===== src/source/spw_tx_pkg.sv =====
`default_nettype none

package spw_tx_pkg;

	// ------------------------------
	// Character word and credit
	// ------------------------------
	localparam int CHAR_W = 9;

	localparam int CREDIT_W = 6;
	localparam logic [CREDIT_W-1:0] CREDIT_STEP = 6'd8;
	localparam logic [CREDIT_W-1:0] CREDIT_MAX = 6'd56;

	localparam int FCT_PEND_W = 3;
	localparam logic [FCT_PEND_W-1:0] FCT_PEND_MAX = 3'd7;
	localparam logic [FCT_PEND_W-1:0] FCT_INIT = 3'd7;

	// ------------------------------
	// Character kinds and lengths
	// ------------------------------
	localparam int KIND_W = 2;
	localparam logic [KIND_W-1:0] KIND_NULL = 2'd0;
	localparam logic [KIND_W-1:0] KIND_FCT = 2'd1;
	localparam logic [KIND_W-1:0] KIND_NCHAR = 2'd2;

	// Lengths include the parity bit
	localparam int BITCNT_W = 4;
	localparam logic [BITCNT_W-1:0] LEN_NULL = 4'd8;
	localparam logic [BITCNT_W-1:0] LEN_FCT = 4'd4;
	localparam logic [BITCNT_W-1:0] LEN_DATA = 4'd10;
	localparam logic [BITCNT_W-1:0] LEN_CTRL = 4'd4;

	localparam int LINK_W = 2;
	localparam logic [LINK_W-1:0] LINK_START = 2'd0;
	localparam logic [LINK_W-1:0] LINK_NULL = 2'd1;
	localparam logic [LINK_W-1:0] LINK_NULL_FCT = 2'd2;
	localparam logic [LINK_W-1:0] LINK_FULL = 2'd3;

	localparam logic [1:0] CODE_EOP = 2'd0;
	localparam logic [1:0] CODE_EEP = 2'd1;

	// Flag is bit 8 in both views
	typedef union packed {
		struct packed {
			logic flag;
			logic [CHAR_W-2:0] data_byte;
		} data;
		struct packed {
			logic flag;
			logic [5:0] unused;
			logic [1:0] code;
		} ctrl;
	} spw_char_u;

endpackage

`default_nettype wire

===== src/source/spw_tx.sv =====
`timescale 1ns/1ps
`default_nettype none

module spw_tx
	import spw_tx_pkg::*;
(
	input  wire logic      pclk_tx,
	input  wire logic      enable_tx,
	input  wire logic      send_null_tx,
	input  wire logic      send_fct_tx,
	input  wire logic      gotfct_tx,
	input  wire logic      send_fct_now,
	input  wire spw_char_u data_tx_i,
	input  wire logic      txwrite_tx,
	output logic           tx_dout_e,
	output logic           tx_sout_e,
	output logic           ready_tx_data
);

	logic char_load;
	logic [KIND_W-1:0] char_kind;
	logic char_last;
	logic data_flag;
	logic credit_avail;
	logic fct_pending;
	logic fct_sent;
	logic nchar_sent;
	logic bit_valid;
	logic bit_out;

	tx_link_fsm u_link_fsm (
		.pclk_tx       (pclk_tx),
		.enable_tx     (enable_tx),
		.send_null_tx  (send_null_tx),
		.send_fct_tx   (send_fct_tx),
		.txwrite_tx    (txwrite_tx),
		.char_last     (char_last),
		.credit_avail  (credit_avail),
		.fct_pending   (fct_pending),
		.char_load     (char_load),
		.char_kind     (char_kind),
		.ready_tx_data (ready_tx_data),
		.fct_sent      (fct_sent),
		.nchar_sent    (nchar_sent)
	);

	tx_bit_counter u_bit_counter (
		.pclk_tx   (pclk_tx),
		.enable_tx (enable_tx),
		.char_load (char_load),
		.char_kind (char_kind),
		.data_flag (data_flag),
		.char_last (char_last)
	);

	tx_credit_ledger u_credit_ledger (
		.pclk_tx      (pclk_tx),
		.enable_tx    (enable_tx),
		.gotfct_tx    (gotfct_tx),
		.send_fct_now (send_fct_now),
		.fct_sent     (fct_sent),
		.nchar_sent   (nchar_sent),
		.credit_avail (credit_avail),
		.fct_pending  (fct_pending)
	);

	tx_char_serializer u_char_serializer (
		.pclk_tx   (pclk_tx),
		.enable_tx (enable_tx),
		.char_load (char_load),
		.char_kind (char_kind),
		.data_tx_i (data_tx_i),
		.data_flag (data_flag),
		.bit_valid (bit_valid),
		.bit_out   (bit_out)
	);

	tx_ds_encoder u_ds_encoder (
		.pclk_tx   (pclk_tx),
		.enable_tx (enable_tx),
		.bit_valid (bit_valid),
		.bit_out   (bit_out),
		.tx_dout_e (tx_dout_e),
		.tx_sout_e (tx_sout_e)
	);

endmodule

`default_nettype wire


===== src/source/tx_ds_encoder.sv =====
`timescale 1ns/1ps
`default_nettype none

module tx_ds_encoder (
	input  wire logic pclk_tx,
	input  wire logic enable_tx,
	input  wire logic bit_valid,
	input  wire logic bit_out,
	output logic      tx_dout_e,
	output logic      tx_sout_e
);

	logic dout_nxt;
	logic sout_nxt;

	// Strobe toggles only when data repeats
	always_comb
	begin
		dout_nxt = tx_dout_e;
		sout_nxt = tx_sout_e;
		if (bit_valid)
		begin
			dout_nxt = bit_out;
			if (bit_out == tx_dout_e)
				sout_nxt = ~tx_sout_e;
		end
	end

	always_ff @(posedge pclk_tx or negedge enable_tx)
	begin
		if (!enable_tx)
		begin
			tx_dout_e <= 1'b0;
			tx_sout_e <= 1'b0;
		end
		else
		begin
			tx_dout_e <= dout_nxt;
			tx_sout_e <= sout_nxt;
		end
	end

endmodule

`default_nettype wire


===== src/source/tx_char_serializer.sv =====
`timescale 1ns/1ps
`default_nettype none

module tx_char_serializer
	import spw_tx_pkg::*;
(
	input  wire logic              pclk_tx,
	input  wire logic              enable_tx,
	input  wire logic              char_load,
	input  wire logic [KIND_W-1:0] char_kind,
	input  wire spw_char_u         data_tx_i,
	output logic                   data_flag,
	output logic                   bit_valid,
	output logic                   bit_out
);

	// Bits after the parity bit, first sent in bit 0
	logic [CHAR_W-1:0] bits_nxt;
	logic [7:0] payload_nxt;
	logic [7:0] payload_q;
	logic parity;

	// Parity in bit 0, shifted out towards the LSB
	logic [CHAR_W:0] sreg;
	logic active;

	assign data_flag = data_tx_i.data.flag;

	always_comb
	begin
		bits_nxt = {2'b00, 7'b0010111};
		payload_nxt = 8'h00;
		case (char_kind)
			KIND_FCT:
			begin
				bits_nxt = {6'b000000, 3'b001};
				payload_nxt = 8'h00;
			end
			KIND_NCHAR:
			begin
				if (data_tx_i.ctrl.flag)
				begin
					// EOP sends 1,0,1 and EEP sends 1,1,0
					if (data_tx_i.ctrl.code == CODE_EOP)
						bits_nxt = {6'b000000, 3'b101};
					else
						bits_nxt = {6'b000000, 3'b011};
					payload_nxt = {6'b000000, bits_nxt[2:1]};
				end
				else
				begin
					bits_nxt = {data_tx_i.data.data_byte, 1'b0};
					payload_nxt = data_tx_i.data.data_byte;
				end
			end
			default:
			begin
				// ESC then FCT, payload is the trailing 0,0
				bits_nxt = {2'b00, 7'b0010111};
				payload_nxt = 8'h00;
			end
		endcase
	end

	// Odd parity over the previous payload and the new flag
	assign parity = ~(^payload_q ^ bits_nxt[0]);

	assign bit_valid = active;
	assign bit_out = sreg[0];

	always_ff @(posedge pclk_tx or negedge enable_tx)
	begin
		if (!enable_tx)
		begin
			sreg <= '0;
			payload_q <= 8'h00;
			active <= 1'b0;
		end
		else if (char_load)
		begin
			sreg <= {bits_nxt, parity};
			payload_q <= payload_nxt;
			active <= 1'b1;
		end
		else
		begin
			sreg <= {1'b0, sreg[CHAR_W:1]};
		end
	end

endmodule

`default_nettype wire


===== src/source/tx_credit_ledger.sv =====
`timescale 1ns/1ps
`default_nettype none

module tx_credit_ledger
	import spw_tx_pkg::*;
(
	input  wire logic pclk_tx,
	input  wire logic enable_tx,
	input  wire logic gotfct_tx,
	input  wire logic send_fct_now,
	input  wire logic fct_sent,
	input  wire logic nchar_sent,
	output logic      credit_avail,
	output logic      fct_pending
);

	logic got_q;
	logic now_q;
	logic got_rise;
	logic now_rise;

	logic [CREDIT_W:0] credit_sum;
	logic [CREDIT_W-1:0] credit_clip;
	logic [CREDIT_W-1:0] credit;

	logic [FCT_PEND_W:0] pend_sum;
	logic [FCT_PEND_W-1:0] pend;

	assign got_rise = gotfct_tx & ~got_q;
	assign now_rise = send_fct_now & ~now_q;

	// Ceiling applies to the FCT step, the send comes off afterwards
	assign credit_sum = {1'b0, credit} + (got_rise ? {1'b0, CREDIT_STEP} : '0);
	assign credit_clip = (credit_sum > {1'b0, CREDIT_MAX}) ?
		CREDIT_MAX : credit_sum[CREDIT_W-1:0];

	assign pend_sum = {1'b0, pend} + {{FCT_PEND_W{1'b0}}, now_rise}
		- {{FCT_PEND_W{1'b0}}, fct_sent};

	assign credit_avail = (credit != '0);
	assign fct_pending = (pend != '0);

	always_ff @(posedge pclk_tx or negedge enable_tx)
	begin
		if (!enable_tx)
		begin
			got_q <= 1'b0;
			now_q <= 1'b0;
			credit <= '0;
			pend <= FCT_INIT;
		end
		else
		begin
			got_q <= gotfct_tx;
			now_q <= send_fct_now;
			credit <= credit_clip - {{(CREDIT_W-1){1'b0}}, nchar_sent};
			if (pend_sum > {1'b0, FCT_PEND_MAX})
				pend <= FCT_PEND_MAX;
			else
				pend <= pend_sum[FCT_PEND_W-1:0];
		end
	end

endmodule

`default_nettype wire


===== src/source/tx_bit_counter.sv =====
`timescale 1ns/1ps
`default_nettype none

module tx_bit_counter
	import spw_tx_pkg::*;
(
	input  wire logic              pclk_tx,
	input  wire logic              enable_tx,
	input  wire logic              char_load,
	input  wire logic [KIND_W-1:0] char_kind,
	input  wire logic              data_flag,
	output logic                   char_last
);

	logic [BITCNT_W-1:0] len;
	logic [BITCNT_W-1:0] cnt;

	always_comb
	begin
		case (char_kind)
			KIND_FCT:   len = LEN_FCT;
			KIND_NCHAR: len = data_flag ? LEN_CTRL : LEN_DATA;
			default:    len = LEN_NULL;
		endcase
	end

	// Reaches 1 on the final bit of the character
	assign char_last = (cnt == BITCNT_W'(1));

	always_ff @(posedge pclk_tx or negedge enable_tx)
	begin
		if (!enable_tx)
			cnt <= '0;
		else if (char_load)
			cnt <= len;
		else if (cnt != '0)
			cnt <= cnt - BITCNT_W'(1);
	end

endmodule

`default_nettype wire


===== src/source/tx_link_fsm.sv =====
`timescale 1ns/1ps
`default_nettype none

module tx_link_fsm
	import spw_tx_pkg::*;
(
	input  wire logic              pclk_tx,
	input  wire logic              enable_tx,
	input  wire logic              send_null_tx,
	input  wire logic              send_fct_tx,
	input  wire logic              txwrite_tx,
	input  wire logic              char_last,
	input  wire logic              credit_avail,
	input  wire logic              fct_pending,
	output logic                   char_load,
	output logic [KIND_W-1:0]      char_kind,
	output logic                   ready_tx_data,
	output logic                   fct_sent,
	output logic                   nchar_sent
);

	logic [LINK_W-1:0] state;
	logic [LINK_W-1:0] state_nxt;
	logic start_q;

	// First NULL starts right after leaving START, then one per boundary
	assign char_load = char_last | start_q;

	always_comb
	begin
		char_kind = KIND_NULL;
		case (state)
			LINK_NULL_FCT:
			begin
				if (fct_pending)
					char_kind = KIND_FCT;
			end
			LINK_FULL:
			begin
				if (fct_pending)
					char_kind = KIND_FCT;
				else if (txwrite_tx && credit_avail)
					char_kind = KIND_NCHAR;
			end
			default:
			begin
				char_kind = KIND_NULL;
			end
		endcase
	end

	always_comb
	begin
		state_nxt = state;
		case (state)
			LINK_START:
			begin
				if (send_null_tx)
					state_nxt = LINK_NULL;
			end
			LINK_NULL:
			begin
				if (char_load && send_fct_tx)
					state_nxt = LINK_NULL_FCT;
			end
			LINK_NULL_FCT:
			begin
				if (char_load && credit_avail)
					state_nxt = LINK_FULL;
			end
			default:
			begin
				state_nxt = state;
			end
		endcase
	end

	// Word is taken in the same cycle it is chosen
	assign ready_tx_data = char_load && (char_kind == KIND_NCHAR);
	assign nchar_sent = ready_tx_data;
	assign fct_sent = char_load && (char_kind == KIND_FCT);

	always_ff @(posedge pclk_tx or negedge enable_tx)
	begin
		if (!enable_tx)
		begin
			state <= LINK_START;
			start_q <= 1'b0;
		end
		else
		begin
			state <= state_nxt;
			start_q <= (state == LINK_START) && send_null_tx;
		end
	end

endmodule

`default_nettype wire


===== config.mk =====
export PLATFORM = sky130hd
export DESIGN_NAME = spw_tx
export DESIGN_NICKNAME = d
export VERILOG_FILES = /design/src/source/spw_tx_pkg.sv /design/src/source/spw_tx.sv /design/src/source/tx_ds_encoder.sv /design/src/source/tx_char_serializer.sv /design/src/source/tx_credit_ledger.sv /design/src/source/tx_bit_counter.sv /design/src/source/tx_link_fsm.sv
export SDC_FILE = /design/constraint.sdc
export NUM_CORES = 1
export LEC_CHECK = 0
export ABC_AREA = 1
export CORE_MARGIN = 1
export CORE_UTILIZATION = 63
export DETAILED_ROUTE_END_ITERATION = 16
export DONT_BUFFER_PORTS = 1
export PLACE_DENSITY = 0.79
export SYNTH_ARGS = -nofsm -noshare
export SYNTH_HDL_FRONTEND = slang
export SYNTH_SLANG_ARGS = --single-unit
export TNS_END_PERCENT = 30

===== constraint.sdc =====
create_clock -name pclk_tx -period 7.8 [get_ports pclk_tx]
set_input_delay 0 -clock pclk_tx [delete_from_list [all_inputs] [get_ports pclk_tx]]
set_output_delay 0 -clock pclk_tx [all_outputs]
set_load 0.01 [all_outputs]

==> metrics.cfg <==
[drt]
first_iter_violations=43
drc_errors=0
ant_nets=0
via_per_inst=5.164
num_vias=1699
dr.pass1.iters=4
routedWlPerCell_um=12.32
drt_wl_total_mm=4.053

[hold_path]
hp-class=primary input to flop
holdPathStages=3

[synth]
synth_nets=298
synthFlopType=dfrtp_1
synth.most_common_cell=nand2_1
synth.largest_area_cell=dfrtp_1
ys_warn_count=0
ys_types=29
ys_seq_elements=39
yosysSeqAreaShare_pct=44.29
synthArstFlopShare_pct=100.0
synth_area_leaders=dfrtp_1 41%, nand2_1 12%, ha_1 10%
syn_area_per_cell_um2=8.411
syn_inst=263
syn_area_um2=2212
yosysTopAreaCellShare_pct=40.72
ys_top_cells_by_count=68 x nand2_1, 42 x inv_1, 36 x dfrtp_1
synth_edf_count=0

[sta]
max_freq_mhz=374.7
relSlewSlack_pct=70.08
finalSetupViolCount=0
finalCritPeriodShare_pct=34.21
clock_skew_ns=0.007359
fin_crit_ns=2.669
worst-slew-pin-transition_ns=0.4441
rsz0062_at_grt=false
finalSetupTns_ns=0
finalHoldViolCount=0
slew_viol_final=0

[die]
ioPinCount=19
num_rows=21
die-area_um2=3752
initial_utilization_pct=66.29
die_width_um=61.26
core-area_um2=3337
fp.dieH_um=61.26

[flow_run]
maxCapViolCount=0

[clock_network]
post_cts_buffers=0
htree_levels=2
numCtsBuffers=5
cts_sinks=39
insertion_delay_ns=0.35
cts_tree=yes
cts_buffer_depth=2
cts-root-buf=clkbuf_4
cts.clk_slew.worst_paths_ns=0.11

[final_layout]
diodes=0
final_nets=317
drive_above_1_share_pct=6.714
area_delta_synth_final_pct=11.14
n_fill_cell=287

[grt]
antenna_found_initial=0
overflow=0
grt_max_degree=40
grt_pass1_vias=1565
track_usage_pct=23.95
grt_first_pass_wirelength_mm=6.417

[worst_setup_path]
crit_type=flop to flop
path_depth=14
slowest_delay_ns=0.44
r2r_cells=14
worstPathArrival_ns=2.94
path_delay_family=adder cells
end_kind=flop
critPathRequiredTime_ns=8.07
path_max_fanout=5
crit_path_top_delay_cell=dfrtp_1
path_cells=inv_1 -> ha_1 -> o21ai_0 -> inv_1 -> ha_1 -> inv_1 -> nor2_1 -> ha_1 -> inv_1 -> ha_1 -> inv_1 -> fa_1 -> xor2_1 -> nand2_1
startpoint_type=flop
path_buf_inv=5
cpMostUsedCell=inv_1

[place]
gp_congestion=0.7993
numPortBuffers=0
place.detailed.hpwl_mm=2.888

[outcome]
outcome=complete, no violations

[power]
fin_total_pwr_w=0.0008201
cellPowerDensity_nw_per_um2=333.5
ir_drop_uv=183.7
power_leakage_nw=1.311

==> worst register-to-register path, cell delays in order (launching register included) <==
cell and delay [ns]:
dfrtp_1 0.44, inv_1 0.10, ha_1 0.22, o21ai_0 0.24, inv_1 0.08, ha_1 0.21
inv_1 0.08, nor2_1 0.05, ha_1 0.29, inv_1 0.06, ha_1 0.15, inv_1 0.06
fa_1 0.40, xor2_1 0.16, nand2_1 0.07
==> report_power, final <==
| part | total, W | switching, W | internal, W |
|---|---|---|---|
| Clock | 0.000101 | 0.0000667 | 0.0000348 |
| Sequential | 0.000317 | 0.0000473 | 0.000269 |
| Combinational | 0.000402 | 0.000246 | 0.000156 |
==> sequential cells by signal (all words and copies together) (netlist names) <==
name                         count
u_bit_counter.cnt                4
u_char_serializer.bit_valid      1
u_char_serializer.payload_q      8
u_char_serializer.sreg          10
u_credit_ledger.credit           6
u_credit_ledger.got_q            1
u_credit_ledger.now_q            1
u_credit_ledger.pend             3
u_ds_encoder.tx_dout_e           1
u_ds_encoder.tx_sout_e           1
u_link_fsm.start_q               1
u_link_fsm.state                 2
==> placed cells by master (no fill, tap or decap), types with 3 or more instances in the layout <==
cell type and n:
dfstp_2 3, xnor2_1 7, xor2_1 8, nand2_1 68, o21ai_1 3, ha_1 18
dfrtp_1 36, nor2_1 20, a21oi_1 6, dlygate4sd3_1 15, o31ai_1 4, clkbuf_4 5
o21ai_0 11, nand3_1 10, nand4_1 6, inv_1 42
==> metal layers <==
layer / GRT usage, % / routed length [um]
met1: 28.49 / 1701
met2: 42.70 / 2168
met3: 5.042 / 124
met4: 8.766 / 59
met5: 0 / 0
==> kinds of logic (layout without fill, tap and decap cells) <==
kind of cell             count (synthesis)  in the layout  share of synthesized area [%]
XOR/XNOR                                15             15                          5.939
AO/OA/AOI/OAI                           29             29                          7.522
AND/OR/NAND/NOR                        113            113                          21.78
buffers and inverters                   47             67                          8.880
flip-flops                              39             39                          44.29
multiplexers                             1              1                         0.5090
adder cells (fa/ha/maj)                 19             19                          11.09
==> what timing repair did <==
action / in CTS / in global routing
hold buffers: 16 / 0
hold endpoints to repair: 61 / 0
gates resized for setup: 0 / 0
==> metrics by stage <==
step           instance area [um2]  worst slack, ns  cells  hold slack (ns)  utilization [%]
6_report                      2459            5.131    329          0.01119            73.68
5_1_grt                       2459            4.899    329          0.04901            73.68
4_1_cts                       2459            5.109    329        0.0006481            73.68
3_5_place_dp                  2235            5.133    305          -0.2947            66.97
3_3_place_gp                  2235            5.214    305          -0.2946            66.97
2_1_floorplan                 2212            5.340    263          -0.2956                -
==> path summary, 6_finish.rpt <==
path,startpoint,endpoint,slack [ns]
max reg2reg,u_link_fsm.state[0],u_credit_ledger.pend[2],5.13
min reg2reg,u_char_serializer.sreg[2],u_char_serializer.sreg[1],0.46
min in group asynchronous,enable_tx,u_ds_encoder.tx_dout_e,0.09
max in group asynchronous,enable_tx,u_credit_ledger.pend[2],7.43
min,data_tx_i[8],u_char_serializer.sreg[9],0.01
max,u_link_fsm.state[0],u_credit_ledger.pend[2],5.13
==> area by class of cell <==
type                            instances  area [um2]  share of cell area [%]
Clock buffer                            6       41.29                   1.679
Inverter                               43       161.4                   6.565
Tap cell                               46       57.56                   2.341
Clock inverter                          2       12.51                  0.5089
Sequential cell                        39       979.7                   39.85
Multi-Input combinational cell        177        1036                   42.14
Timing Repair Buffer                   16       170.2                   6.921
Note: power is estimated with default switching activity, not from simulation.
